**config.mk**
```make
export PLATFORM = sky130hd
export DESIGN_NAME = cpu
export DESIGN_NICKNAME = d
export VERILOG_FILES = /design/src/cpu_pkg.sv /design/src/fetch.sv /design/src/decode.sv /design/src/execute.sv /design/src/memory.sv /design/src/bus_arbiter.sv /design/src/cpu.sv
export SDC_FILE = /design/constraint.sdc
export NUM_CORES = 2
export LEC_CHECK = 0
export BUFFER_PORTS_ARGS = -buffer_cell sky130_fd_sc_hd__buf_2
export CAP_MARGIN = 25
export CORE_MARGIN = 1
export CORE_UTILIZATION = 37
export CTS_CLUSTER_SIZE = 40
export DETAILED_ROUTE_END_ITERATION = 10
export GPL_TIMING_DRIVEN = 0
export PLACE_DENSITY = 0.54
export SETUP_SLACK_MARGIN = 0.1
export SYNTH_ARGS = -nofsm -noshare
export SYNTH_HDL_FRONTEND = slang
export SYNTH_SLANG_ARGS = --single-unit
```
**constraint.sdc**
```tcl
create_clock -name clk -period 6.4 [get_ports clk]
set_input_delay 0.32 -clock clk [delete_from_list [all_inputs] [get_ports clk]]
set_output_delay 0.32 -clock clk [all_outputs]
set_load 0.005 [all_outputs]
```
**src/cpu_pkg.sv**
```systemverilog
package cpu_pkg;

    //////////////////////////////////////////////////
    // widths
    //////////////////////////////////////////////////

    // data and address width
    localparam int xlen = 32;
    // register select width
    localparam int reg_addr_w = 5;
    localparam int num_regs = 32;
    // immediate field of the i view
    localparam int imm_w = 17;

    //////////////////////////////////////////////////
    // opcodes and instruction formats
    //////////////////////////////////////////////////

    // zero opcode is nop, so an all-zero word is a nop
    typedef enum logic [4:0] {
        op_nop  = 5'd0,
        op_add  = 5'd1,
        op_sub  = 5'd2,
        op_and  = 5'd3,
        op_or   = 5'd4,
        op_xor  = 5'd5,
        op_addi = 5'd6,
        op_lw   = 5'd7,
        op_sw   = 5'd8
    } opcode_t;

    // one instruction word, two readings
    // r view for register ops, i view for addi, lw, sw
    // sw puts its store-data register in rd
    typedef union packed {
        struct packed {
            opcode_t               opcode;
            logic [reg_addr_w-1:0] rd;
            logic [reg_addr_w-1:0] rs1;
            logic [reg_addr_w-1:0] rs2;
            logic [11:0]           unused;
        } r;
        struct packed {
            opcode_t               opcode;
            logic [reg_addr_w-1:0] rd;
            logic [reg_addr_w-1:0] rs1;
            logic [imm_w-1:0]      imm;
        } i;
    } instr_t;

    // reset values
    localparam logic [xlen-1:0] reset_pc = 32'h0000_0000;
    localparam logic [xlen-1:0] instr_bytes = 32'd4;
    localparam instr_t nop_instr = '0;

endpackage

```
**src/fetch.sv**
```systemverilog
`timescale 1ns/1ps

module fetch (
    input  logic                     clk,
    input  logic                     reset,
    input  logic                     stall,
    input  logic                     done,
    input  logic [cpu_pkg::xlen-1:0] rdata,
    output logic                     req,
    output logic [cpu_pkg::xlen-1:0] adr,
    output cpu_pkg::instr_t          instr
);

    logic [cpu_pkg::xlen-1:0] pc;
    // fetched word waiting for the next advance
    logic [cpu_pkg::xlen-1:0] buf_word;
    logic                     buf_full;

    // ask for the word at pc until the buffer holds it
    assign req = ~buf_full;
    assign adr = pc;

    // pc, buffer state and the fetch/decode register
    always_ff @(posedge clk) begin
        if (reset) begin
            pc       <= cpu_pkg::reset_pc;
            buf_full <= 1'b0;
            instr    <= cpu_pkg::nop_instr;
        end else if (!stall) begin
            // advance, hand the word to decode and move on
            instr    <= cpu_pkg::instr_t'(buf_word);
            pc       <= pc + cpu_pkg::instr_bytes;
            buf_full <= 1'b0;
        end else if (done) begin
            buf_full <= 1'b1;
        end
    end

    // instruction word capture
    always_ff @(posedge clk) begin
        if (done) begin
            buf_word <= rdata;
        end
    end

endmodule

```
**src/decode.sv**
```systemverilog
`timescale 1ns/1ps

module decode (
    input  logic                           clk,
    input  logic                           reset,
    input  logic                           stall,
    input  cpu_pkg::instr_t                instr,
    input  logic                           wb_en,
    input  logic [cpu_pkg::reg_addr_w-1:0] wb_sel,
    input  logic [cpu_pkg::xlen-1:0]       wb_data,
    output cpu_pkg::opcode_t               op,
    output logic [cpu_pkg::xlen-1:0]       rs1_data,
    output logic [cpu_pkg::xlen-1:0]       rs2_data,
    output logic [cpu_pkg::xlen-1:0]       imm,
    output logic [cpu_pkg::reg_addr_w-1:0] rd
);

    cpu_pkg::opcode_t               dec_op;
    logic [cpu_pkg::reg_addr_w-1:0] rs2_sel;
    logic [cpu_pkg::xlen-1:0]       rd1;
    logic [cpu_pkg::xlen-1:0]       rd2;
    logic [cpu_pkg::xlen-1:0]       imm_ext;
    logic [cpu_pkg::xlen-1:0]       regs [cpu_pkg::num_regs];

    //////////////////////////////////////////////////
    // instruction decode
    //////////////////////////////////////////////////

    // unknown opcodes fall back to nop
    always_comb begin
        case (instr.r.opcode)
            cpu_pkg::op_add, cpu_pkg::op_sub, cpu_pkg::op_and,
            cpu_pkg::op_or, cpu_pkg::op_xor, cpu_pkg::op_addi,
            cpu_pkg::op_lw, cpu_pkg::op_sw: dec_op = instr.r.opcode;
            default: dec_op = cpu_pkg::op_nop;
        endcase
    end

    // sw reads its store data through rd of the i view
    assign rs2_sel = (dec_op == cpu_pkg::op_sw) ? instr.i.rd : instr.r.rs2;

    // sign extended immediate, only for i-view ops
    always_comb begin
        if (dec_op == cpu_pkg::op_addi || dec_op == cpu_pkg::op_lw ||
            dec_op == cpu_pkg::op_sw) begin
            imm_ext = {{(cpu_pkg::xlen - cpu_pkg::imm_w){instr.i.imm[cpu_pkg::imm_w-1]}},
                       instr.i.imm};
        end else begin
            imm_ext = '0;
        end
    end

    //////////////////////////////////////////////////
    // register file
    //////////////////////////////////////////////////

    // r0 reads as zero
    assign rd1 = (instr.r.rs1 == '0) ? '0 : regs[instr.r.rs1];
    assign rd2 = (rs2_sel == '0) ? '0 : regs[rs2_sel];

    // writeback lands at the advance, r0 writes dropped
    always_ff @(posedge clk) begin
        if (!stall && wb_en && wb_sel != '0) begin
            regs[wb_sel] <= wb_data;
        end
    end

    // decode/execute register, control part
    always_ff @(posedge clk) begin
        if (reset) begin
            op <= cpu_pkg::op_nop;
            rd <= '0;
        end else if (!stall) begin
            op <= dec_op;
            rd <= instr.r.rd;
        end
    end

    // decode/execute register, operands
    always_ff @(posedge clk) begin
        if (!stall) begin
            rs1_data <= rd1;
            rs2_data <= rd2;
            imm      <= imm_ext;
        end
    end

endmodule

```
**src/execute.sv**
```systemverilog
`timescale 1ns/1ps

module execute (
    input  logic                           clk,
    input  logic                           reset,
    input  logic                           stall,
    input  cpu_pkg::opcode_t               op,
    input  logic [cpu_pkg::xlen-1:0]       rs1_data,
    input  logic [cpu_pkg::xlen-1:0]       rs2_data,
    input  logic [cpu_pkg::xlen-1:0]       imm,
    input  logic [cpu_pkg::reg_addr_w-1:0] rd,
    output cpu_pkg::opcode_t               mem_op,
    output logic [cpu_pkg::xlen-1:0]       result,
    output logic [cpu_pkg::xlen-1:0]       store_data,
    output logic [cpu_pkg::reg_addr_w-1:0] rd_out
);

    logic                     use_imm;
    logic [cpu_pkg::xlen-1:0] opnd_b;
    logic [cpu_pkg::xlen-1:0] alu_out;

    // second operand select
    assign use_imm = (op == cpu_pkg::op_addi) || (op == cpu_pkg::op_lw) ||
                     (op == cpu_pkg::op_sw);
    assign opnd_b  = use_imm ? imm : rs2_data;

    // alu, addi/lw/sw all add, address for the memory ops
    always_comb begin
        case (op)
            cpu_pkg::op_add, cpu_pkg::op_addi,
            cpu_pkg::op_lw, cpu_pkg::op_sw: alu_out = rs1_data + opnd_b;
            cpu_pkg::op_sub: alu_out = rs1_data - opnd_b;
            cpu_pkg::op_and: alu_out = rs1_data & opnd_b;
            cpu_pkg::op_or:  alu_out = rs1_data | opnd_b;
            cpu_pkg::op_xor: alu_out = rs1_data ^ opnd_b;
            default:         alu_out = '0;
        endcase
    end

    // execute/memory register
    always_ff @(posedge clk) begin
        if (reset) begin
            mem_op <= cpu_pkg::op_nop;
        end else if (!stall) begin
            mem_op <= op;
        end
    end

    always_ff @(posedge clk) begin
        if (!stall) begin
            result     <= alu_out;
            store_data <= rs2_data;
            rd_out     <= rd;
        end
    end

endmodule

```
**src/memory.sv**
```systemverilog
`timescale 1ns/1ps

module memory (
    input  logic                           clk,
    input  logic                           reset,
    input  logic                           stall,
    input  logic                           done,
    input  logic [cpu_pkg::xlen-1:0]       rdata,
    input  cpu_pkg::opcode_t               mem_op,
    input  logic [cpu_pkg::xlen-1:0]       result,
    input  logic [cpu_pkg::xlen-1:0]       store_data,
    input  logic [cpu_pkg::reg_addr_w-1:0] rd_out,
    output logic                           req,
    output logic                           we,
    output logic [cpu_pkg::xlen-1:0]       adr,
    output logic [cpu_pkg::xlen-1:0]       wdata,
    output logic                           wb_en,
    output logic [cpu_pkg::reg_addr_w-1:0] wb_sel,
    output logic [cpu_pkg::xlen-1:0]       wb_data
);

    logic                     is_load;
    logic                     got;
    logic                     writes_reg;
    logic [cpu_pkg::xlen-1:0] load_data;

    assign is_load = (mem_op == cpu_pkg::op_lw);
    assign we      = (mem_op == cpu_pkg::op_sw);

    // data request held until this step's access is done
    assign req   = (is_load | we) & ~got;
    assign adr   = result;
    assign wdata = store_data;

    // everything but nop and sw writes a register
    assign writes_reg = (mem_op != cpu_pkg::op_nop) && !we;

    // access-done flag and the writeback register control
    always_ff @(posedge clk) begin
        if (reset) begin
            got    <= 1'b0;
            wb_en  <= 1'b0;
            wb_sel <= '0;
        end else if (!stall) begin
            got    <= 1'b0;
            wb_en  <= writes_reg;
            wb_sel <= rd_out;
        end else if (done) begin
            got <= 1'b1;
        end
    end

    // load capture and writeback data select
    always_ff @(posedge clk) begin
        if (done) begin
            load_data <= rdata;
        end
        if (!stall) begin
            wb_data <= is_load ? load_data : result;
        end
    end

endmodule

```
**src/bus_arbiter.sv**
```systemverilog
`timescale 1ns/1ps

module bus_arbiter (
    input  logic                     clk,
    input  logic                     reset,
    input  logic                     f_req,
    input  logic [cpu_pkg::xlen-1:0] f_adr,
    input  logic                     m_req,
    input  logic                     m_we,
    input  logic [cpu_pkg::xlen-1:0] m_adr,
    input  logic [cpu_pkg::xlen-1:0] m_wdata,
    output logic                     f_done,
    output logic                     m_done,
    output logic [cpu_pkg::xlen-1:0] rdata,
    output logic                     stall,
    output logic                     wb_cyc,
    output logic                     wb_stb,
    output logic                     wb_we,
    output logic [cpu_pkg::xlen-1:0] wb_adr,
    output logic [cpu_pkg::xlen-1:0] wb_dat_w,
    input  logic [cpu_pkg::xlen-1:0] wb_dat_r,
    input  logic                     wb_ack
);

    // cycle in progress and who owns it
    logic busy;
    logic owner_mem;
    // per-port completed in this step
    logic f_cmp;
    logic m_cmp;
    logic f_pend;
    logic m_pend;

    assign f_pend = f_req & ~f_cmp;
    assign m_pend = m_req & ~m_cmp;

    // nothing pending means advance
    assign stall = f_pend | m_pend;

    //////////////////////////////////////////////////
    // bus drive for the owner
    //////////////////////////////////////////////////

    assign wb_cyc   = busy;
    assign wb_stb   = busy;
    // fetch only reads
    assign wb_we    = owner_mem & m_we;
    assign wb_adr   = owner_mem ? m_adr : f_adr;
    assign wb_dat_w = m_wdata;

    // ack routed to the owner
    assign f_done = busy & ~owner_mem & wb_ack;
    assign m_done = busy & owner_mem & wb_ack;
    assign rdata  = wb_dat_r;

    // grant, memory stage first, then hold until ack
    always_ff @(posedge clk) begin
        if (reset) begin
            busy      <= 1'b0;
            owner_mem <= 1'b0;
            f_cmp     <= 1'b0;
            m_cmp     <= 1'b0;
        end else if (busy) begin
            if (wb_ack) begin
                busy <= 1'b0;
                if (owner_mem) begin
                    m_cmp <= 1'b1;
                end else begin
                    f_cmp <= 1'b1;
                end
            end
        end else if (!stall) begin
            // advance closes the step
            f_cmp <= 1'b0;
            m_cmp <= 1'b0;
        end else if (m_pend) begin
            busy      <= 1'b1;
            owner_mem <= 1'b1;
        end else begin
            busy      <= 1'b1;
            owner_mem <= 1'b0;
        end
    end

endmodule

```
**src/cpu.sv**
```systemverilog
`timescale 1ns/1ps

module cpu (
    input  logic                     clk,
    input  logic                     reset,
    output logic                     wb_cyc,
    output logic                     wb_stb,
    output logic                     wb_we,
    output logic [cpu_pkg::xlen-1:0] wb_adr,
    output logic [cpu_pkg::xlen-1:0] wb_dat_w,
    input  logic [cpu_pkg::xlen-1:0] wb_dat_r,
    input  logic                     wb_ack
);

    //////////////////////////////////////////////////
    // arbiter side
    //////////////////////////////////////////////////

    // global hold, low for one cycle per advance
    logic stall;
    // shared read data back from the bus
    logic [cpu_pkg::xlen-1:0] bus_rdata;

    // fetch request group
    logic                     f_req;
    logic [cpu_pkg::xlen-1:0] f_adr;
    logic                     f_done;

    // memory stage request group
    logic                     m_req;
    logic                     m_we;
    logic [cpu_pkg::xlen-1:0] m_adr;
    logic [cpu_pkg::xlen-1:0] m_wdata;
    logic                     m_done;

    //////////////////////////////////////////////////
    // pipeline registers between stages
    //////////////////////////////////////////////////

    // fetch/decode
    cpu_pkg::instr_t fd_instr;

    // decode/execute
    cpu_pkg::opcode_t               de_op;
    logic [cpu_pkg::xlen-1:0]       de_rs1_data;
    logic [cpu_pkg::xlen-1:0]       de_rs2_data;
    logic [cpu_pkg::xlen-1:0]       de_imm;
    logic [cpu_pkg::reg_addr_w-1:0] de_rd;

    // execute/memory
    cpu_pkg::opcode_t               ex_mem_op;
    logic [cpu_pkg::xlen-1:0]       ex_result;
    logic [cpu_pkg::xlen-1:0]       ex_store_data;
    logic [cpu_pkg::reg_addr_w-1:0] ex_rd;

    // writeback register, back into the register file
    logic                           wb_en;
    logic [cpu_pkg::reg_addr_w-1:0] wb_sel;
    logic [cpu_pkg::xlen-1:0]       wb_data;

    fetch u_fetch (
        .clk(clk), .reset(reset), .stall(stall),
        .done(f_done), .rdata(bus_rdata),
        .req(f_req), .adr(f_adr), .instr(fd_instr)
    );

    decode u_decode (
        .clk(clk), .reset(reset), .stall(stall), .instr(fd_instr),
        .wb_en(wb_en), .wb_sel(wb_sel), .wb_data(wb_data),
        .op(de_op), .rs1_data(de_rs1_data), .rs2_data(de_rs2_data),
        .imm(de_imm), .rd(de_rd)
    );

    execute u_execute (
        .clk(clk), .reset(reset), .stall(stall), .op(de_op),
        .rs1_data(de_rs1_data), .rs2_data(de_rs2_data), .imm(de_imm), .rd(de_rd),
        .mem_op(ex_mem_op), .result(ex_result), .store_data(ex_store_data),
        .rd_out(ex_rd)
    );

    memory u_memory (
        .clk(clk), .reset(reset), .stall(stall),
        .done(m_done), .rdata(bus_rdata),
        .mem_op(ex_mem_op), .result(ex_result), .store_data(ex_store_data),
        .rd_out(ex_rd),
        .req(m_req), .we(m_we), .adr(m_adr), .wdata(m_wdata),
        .wb_en(wb_en), .wb_sel(wb_sel), .wb_data(wb_data)
    );

    bus_arbiter u_bus_arbiter (
        .clk(clk), .reset(reset),
        .f_req(f_req), .f_adr(f_adr),
        .m_req(m_req), .m_we(m_we), .m_adr(m_adr), .m_wdata(m_wdata),
        .f_done(f_done), .m_done(m_done), .rdata(bus_rdata), .stall(stall),
        .wb_cyc(wb_cyc), .wb_stb(wb_stb), .wb_we(wb_we),
        .wb_adr(wb_adr), .wb_dat_w(wb_dat_w),
        .wb_dat_r(wb_dat_r), .wb_ack(wb_ack)
    );

endmodule

```
### After elaboration in Yosys (flattened, before gate mapping)

Memory sizes are Yosys's and may differ from the RTL's. A register that Yosys moved wholly into a read port is not among the register bits.
Cells that the tools add are included.

| storage, ports and cells | value |
|---|---|
| register bits after elaboration | 273 |
| memory bits (writable) | 1024 |
| memories | 1 |
| word-level logic and storage cells | 109 |

Memories:

| memory | words | width | read ports | clocked after memory_dff | write ports | RTL line | text |
|---|---|---|---|---|---|---|---|
| u_decode.regs | 32 | 32 | 2 | 2 | 1 | decode.sv:23 | `logic [cpu_pkg::xlen-1:0] regs [cpu_pkg::num_regs];` |

| cells by class | value |
|---|---|
| add/subtract/negate cells | 3 |
| equal/unequal tests | 25 |
| bitwise operators | 20 |
| multiplexer cells | 19 |
| reduce and logical (&&, ||, !) cells | 21 |

Operators with widths:

| kind | count |
|---|---|
| $pmux W32 S5 | 1 |
| $mux W32 | 3 |
| $eq A5 B3 Y1 const B | 11 |
| $add A32 B3 Y32 const B | 1 |
| $add A32 B32 Y32 | 1 |
| $and A32 B32 Y32 | 1 |
| $or A32 B32 Y32 | 1 |
| $sub A32 B32 Y32 | 1 |
| $xor A32 B32 Y32 | 1 |
| $eq A5 B2 Y1 const B | 4 |
| $eq A5 B4 Y1 const B | 4 |
| $mux W1 | 13 |
| $eq A5 B1 Y1 const B | 2 |
| $logic_not A5 Y1 | 2 |
| $mux W5 | 2 |
| $reduce_bool A5 Y1 | 2 |
| $and A1 B1 Y1 | 8 |
| $ne A2 B2 Y1 const B | 4 |
| $reduce_or A8 Y1 | 1 |
| $not A1 Y1 | 7 |
| $reduce_and A3 Y1 | 2 |
| $logic_not A1 Y1 | 4 |
| $logic_or A1 B1 Y1 | 4 |
| $reduce_or A4 Y1 | 1 |
| 4 further kinds | 7 |

### Logic depth before layout (Yosys ltp)

| depth | value |
|---|---|
| word-level depth | 10 |
| depth in mapped cells | 20 |
| mapped depth without buffers | 18 |

### Hierarchy

A second synthesis with hierarchy kept.

| second synthesis, totals | value |
|---|---|
| cell total of the unflattened synthesis | 5098 |
| area total of the unflattened synthesis | 67786.3 sq um |

Modules (own cells, without submodules):

| module | instances | cells an instance | sequential area each (sq um) | area an instance (sq um) |
|---|---|---|---|---|
| decode | 1 | 3705 | 33382.0 | 52758.1 |
| execute | 1 | 772 | 2172.1 | 7049.3 |
| fetch | 1 | 306 | 2222.1 | 3539.6 |
| memory | 1 | 191 | 2062.0 | 3235.6 |
| bus_arbiter | 1 | 124 | 80.1 | 1203.7 |

### Least setup slack after synthesis

OpenSTA, ideal clock, no wires.

| path | value |
|---|---|
| path kind | reg-to-reg |
| from | reg u_execute.mem_op[3] |
| to | reg u_decode.imm[0] (netlist name) (enable) |
| buffers on the path | 3 |
| stages on the path, launching flop included | 8 |
| arrival time | 6.399 ns |
| clock period less this slack | 7.016 ns |
| setup time | 0.617 ns |
| path slack | -0.616 ns |
| cell sequence | dfxtp_1 or4b_2 a2111oi_1 or2_2 buf_2 inv_1 buf_2 buf_1 |

| on the way | value |
|---|---|
| cells in the longest elaborated chain, start to end | 5 |

RTL lines:

| element | RTL line | text |
|---|---|---|
| start: declaration | execute.sv:12 | `output cpu_pkg::opcode_t mem_op,` |
| start signal: assignment | execute.sv:43 | `mem_op <= cpu_pkg::op_nop;` |
| start signal: assignment | execute.sv:45 | `mem_op <= op;` |
| $eq A5 B3 Y1 or $eq A5 B4 Y1 (tied branches) | memory.sv:27, memory.sv:28 |  |
| $or A1 B1 Y1 (*) | memory.sv:31 | `assign req = (is_load \| we) & ~got;` |
| $and A1 B1 Y1 (*) | memory.sv:31 |  |
| $and A1 B1 Y1 (*) | bus_arbiter.sv:35 | `assign m_pend = m_req & ~m_cmp;` |
| $or A1 B1 Y1 (*) | bus_arbiter.sv:38 | `assign stall = f_pend \| m_pend;` |
| end signal: assignment | decode.sv:84 | `imm <= imm_ext;` |
| end: declaration | decode.sv:14 | `output logic [cpu_pkg::xlen-1:0] imm,` |

Mark *: on every way between the ends. The rest lies on a longest branch, timed or not.
A chain may end at the register's enable or synchronous reset.

### Final worst setup path

| path | value |
|---|---|
| from | reg u_decode.op[0] |
| to | reg u_execute.result[16] (netlist name) (data pin) |

| on the way | value |
|---|---|
| cells in the longest elaborated chain, start to end | 6 |

RTL lines:

| element | RTL line | text |
|---|---|---|
| start: declaration | decode.sv:11 | `output cpu_pkg::opcode_t op,` |
| start signal: assignment | decode.sv:71 | `op <= cpu_pkg::op_nop;` |
| start signal: assignment | decode.sv:74 | `op <= dec_op;` |
| $eq A5 B3 Y1 | execute.sv:23, execute.sv:29 |  |
| $logic_or A1 B1 Y1 (2 in series) | execute.sv:23 | `assign use_imm = (op == cpu_pkg::op_addi) \|\| (op == cpu_pkg::op_lw) \|\|` |
| $mux W32 | execute.sv:25 | `assign opnd_b = use_imm ? imm : rs2_data;` |
| $sub A32 B32 Y32, or another cell as far along | execute.sv:32 | `cpu_pkg::op_sub: alu_out = rs1_data - opnd_b;` |
| $pmux W32 S5 (*) | execute.sv:29 | `case (op)` |
| net u_execute.alu_out (one bit) | execute.sv:20 | `logic [cpu_pkg::xlen-1:0] alu_out;` |
| end signal: assignment | execute.sv:51 | `result <= alu_out;` |
| end: declaration | execute.sv:13 | `output logic [cpu_pkg::xlen-1:0] result,` |

Mark *: on every way through the listed nets, which the timed path passes. The rest lies on a longest branch.

==> out/results.tsv <==
metric	value	unit
outcome	completed	
total track usage	28.73	%
top-area cell type share of the netlist area	60.10	%
DRC	0	
asr flop ratio synth	0	%
kind of end point of the critical path	flop	
area grow syn2layout	17.60	%
leakage	24.46	nW
vias per inst	6.288	
Setup Viol. Count Final	0	
share of cells above drive strength 1	23.43	%
GP Congestion	0.9498	
CP Max Fanout	10	
CP Launch Type	flop	
vias in the first global route	40421	
Port Buffers	100	
critical path arrival	6.67	ns
Pre-antenna DRT Iters	8	
Ys Warns	0	
clock buffer depth	3	
fill count	14855	
clock root buffer	clkbuf_16	
clk_skew	0.04268	ns
Worst-Margin Slew	1.190	ns
worst skew pair latency	0.81	ns
Post-DP HPWL	185400	um
synth unique cells	71	
largest cells by area after synthesis	edfxtp_1, mux4_2, nand2_1	
mapped cell area	63450	sq um
initial antenna violation count	13	
Syn Inst Count	4072	
multi-input logic area	22410	sq um
Post-synth EDFFs	1270	
DP Cell Count	6539	
crit path kind	reg2reg	
worst vdd ir	203.8	uV
Max Cap Viol	0	
Slew Viols, Final	0	
CTS HTree Levels	4	
required time worst endpoint	6.85	ns
CORE AREA	169800	sq um
Worst Hold Class	in2reg	
Primary FF master, synth	edfxtp_1	
#FFs+latches synth	1359	
# clock sinks	1359	
first-pass GRT wire length	339000	um
fin cells	6861	
Final Hold Viols	0	
wire length per cell	36.85	um
die area	173200	sq um
Tmin final	6.218	ns
clk slew on worst S/H paths	0.06	ns
DR vias	43140	
final wirelength	252800	um
Tcrit/Tclk final	97.16	%
overall power	22.04	mW
CTS tree	done	
RSZ-0062 raised after global routing	true	
initial DRC count	6664	
fmax	0.1608	GHz
Register Area	39920	sq um
Syn Area/Cell	15.58	sq um
Placement Rows	151	
post-route ant nets	0	
post-synthesis sequential area ratio	62.91	%
Num CTS Buffers	149	
io pins	102	
nets@finish	4644	
largest net degree at the start of global routing	98	
Die X	416.1	um
area leader, netlist	edfxtp_1	
relative slew slack	19.85	%
grt ovf	0	
pwr/cell area	295.4	nW/um^2
Die Ht	416.1	um
Starting Density	37.36	%
[critical path, cell delays in order (launching register included)]
cell and delay [ns]:
dfxtp_1 0.34, buf_6 0.15, or4b_4 0.54, a21o_1 0.31, buf_6 0.22, clkbuf_1 0.29, clkbuf_1 0.40, o31ai_1 0.41
nor2_1 0.09, xnor2_1 0.28, ha_1 0.34, a21oi_1 0.21, o211ai_1 0.23, a211oi_2 0.55, o21ai_0 0.20, nand2_1 0.15
a21oi_1 0.09, xnor2_1 0.12, o21ai_0 0.91
[report_power, final]
part           total, mW  internal (mW)  switching, mW
clock network       8.42           4.62           3.80
logic               3.37           1.15           2.22
registers           10.3           10.0          0.250
total               22.0           15.8           6.26
[what timing repair did]
action | 4_1_cts | 5_1_grt
setup buffers | 0 | 0
endpoints found under the setup margin | 6 | 8
hold buffers | 33 | 0
cloned | 0 | 0
resized for setup | 2 | 9
pin swaps | 0 | 0
endpoints found under the hold margin | 78 | 0
[placed cells by master (no fill, tap or decap), types with 94 or more instances in the layout]
master / synthesis / routed
mux2_2: 94 / 94
ha_1: 94 / 94
clkbuf_1: 188 / 218
nor2_1: 144 / 115
buf_2: 45 / 151
clkbuf_16: 0 / 149
nand2_1: 475 / 475
edfxtp_1: 1270 / 1270
mux4_2: 432 / 432
mux2i_1: 118 / 117
a21oi_1: 249 / 249
[area by class of cell]
cell class / instances / area share (%)
Clock inverter: 90 / 1.077
Multi-Input combinational cell: 2380 / 30.03
Timing Repair Buffer: 260 / 4.383
Sequential cell: 1359 / 53.50
Buffer: 285 / 1.667
Antenna cell: 3 / 0.01006
Tap cell: 2218 / 3.719
Clock buffer: 187 / 5.215
Inverter: 79 / 0.3974
[stage by stage]
step / hold WS [ns] / setup TNS, ns / util [%] / area [sq um] / setup slack, ns
6_report: 0.2220 / 0 / 43.93 / 74620 / 0.1819
5_1_grt: 0.2283 / 0 / 43.93 / 74610 / 0.08593
4_1_cts: 0.1953 / 0 / 43.80 / 74390 / 0.1717
3_5_place_dp: 0.4158 / -0.1619 / 40.83 / 69360 / -0.1357
3_3_place_gp: 0.4105 / -651.96 / 39.36 / 66850 / -2.455
2_1_floorplan: 0.4081 / 0 / - / 63570 / 0.1357
[synth_stat cells (28+ instances only)]
cell	number
a2111oi_0	51
a22oi_1	65
a21oi_1	249
nor2_1	144
edfxtp_1	1270
clkbuf_1	188
buf_1	37
o21ai_0	60
mux2i_1	118
nand4_1	28
ha_1	94
and3_1	41
dfxtp_1	89
xor2_1	28
mux2_2	94
o22ai_1	29
inv_1	78
nand2_1	475
buf_2	45
xnor2_1	56
a22o_1	37
mux4_2	432
nor3_1	75
[metal layers]
layer / up-vias / track usage [%] / wire (um)
li1: 17144 / - / -
met1: 22255 / 36.88 / 93350
met2: 3155 / 43.66 / 112900
met3: 584 / 9.173 / 32150
met4: 2 / 14.58 / 14400
met5: - / 0 / 13
[sequential cells by signal, indices dropped and copies added (netlist names), 17 cells and up]
| signal | flops |
|---|---|
| u_decode.rs1_data | 32 |
| u_decode.regs | 1024 |
| u_execute.result | 32 |
| u_memory.load_data | 32 |
| u_fetch.instr | 32 |
| u_fetch.buf_word | 32 |
| u_fetch.adr | 30 |
| u_memory.wb_data | 32 |
| u_execute.store_data | 32 |
| u_decode.rs2_data | 32 |
| u_decode.imm | 17 |
[kinds of logic (layout without fill, tap and decap cells)]
kind of cell	Yosys count	in the layout	synth area share [%]
compound gates	642	642	6.580
xor+xnor	84	84	1.159
fa+ha+maj	95	95	1.885
buf+inv	364	901	2.386
flops	1359	1359	62.91
mux	644	644	18.86
other cells	1	35	0.005910
simple gates	883	883	6.209
[path summary, 6_finish.rpt]
path | start | to | slack (ns) | cells past startpoint
min | reset | u_fetch.adr[17]$_SDFFE_PP0N_ | 0.22 | 3
max | u_decode.op[0]$_SDFFE_PP0N_ | u_execute.result[16]$_DFFE_PN_ | 0.18 | 18
min reg2reg | u_decode.rd[2]$_SDFFE_PP0N_ | u_execute.rd_out[2]$_DFFE_PN_ | 0.43 | 0
max reg2reg | u_decode.op[0]$_SDFFE_PP0N_ | u_execute.result[16]$_DFFE_PN_ | 0.18 | 18
Note: power is estimated with default switching activity, not from simulation.
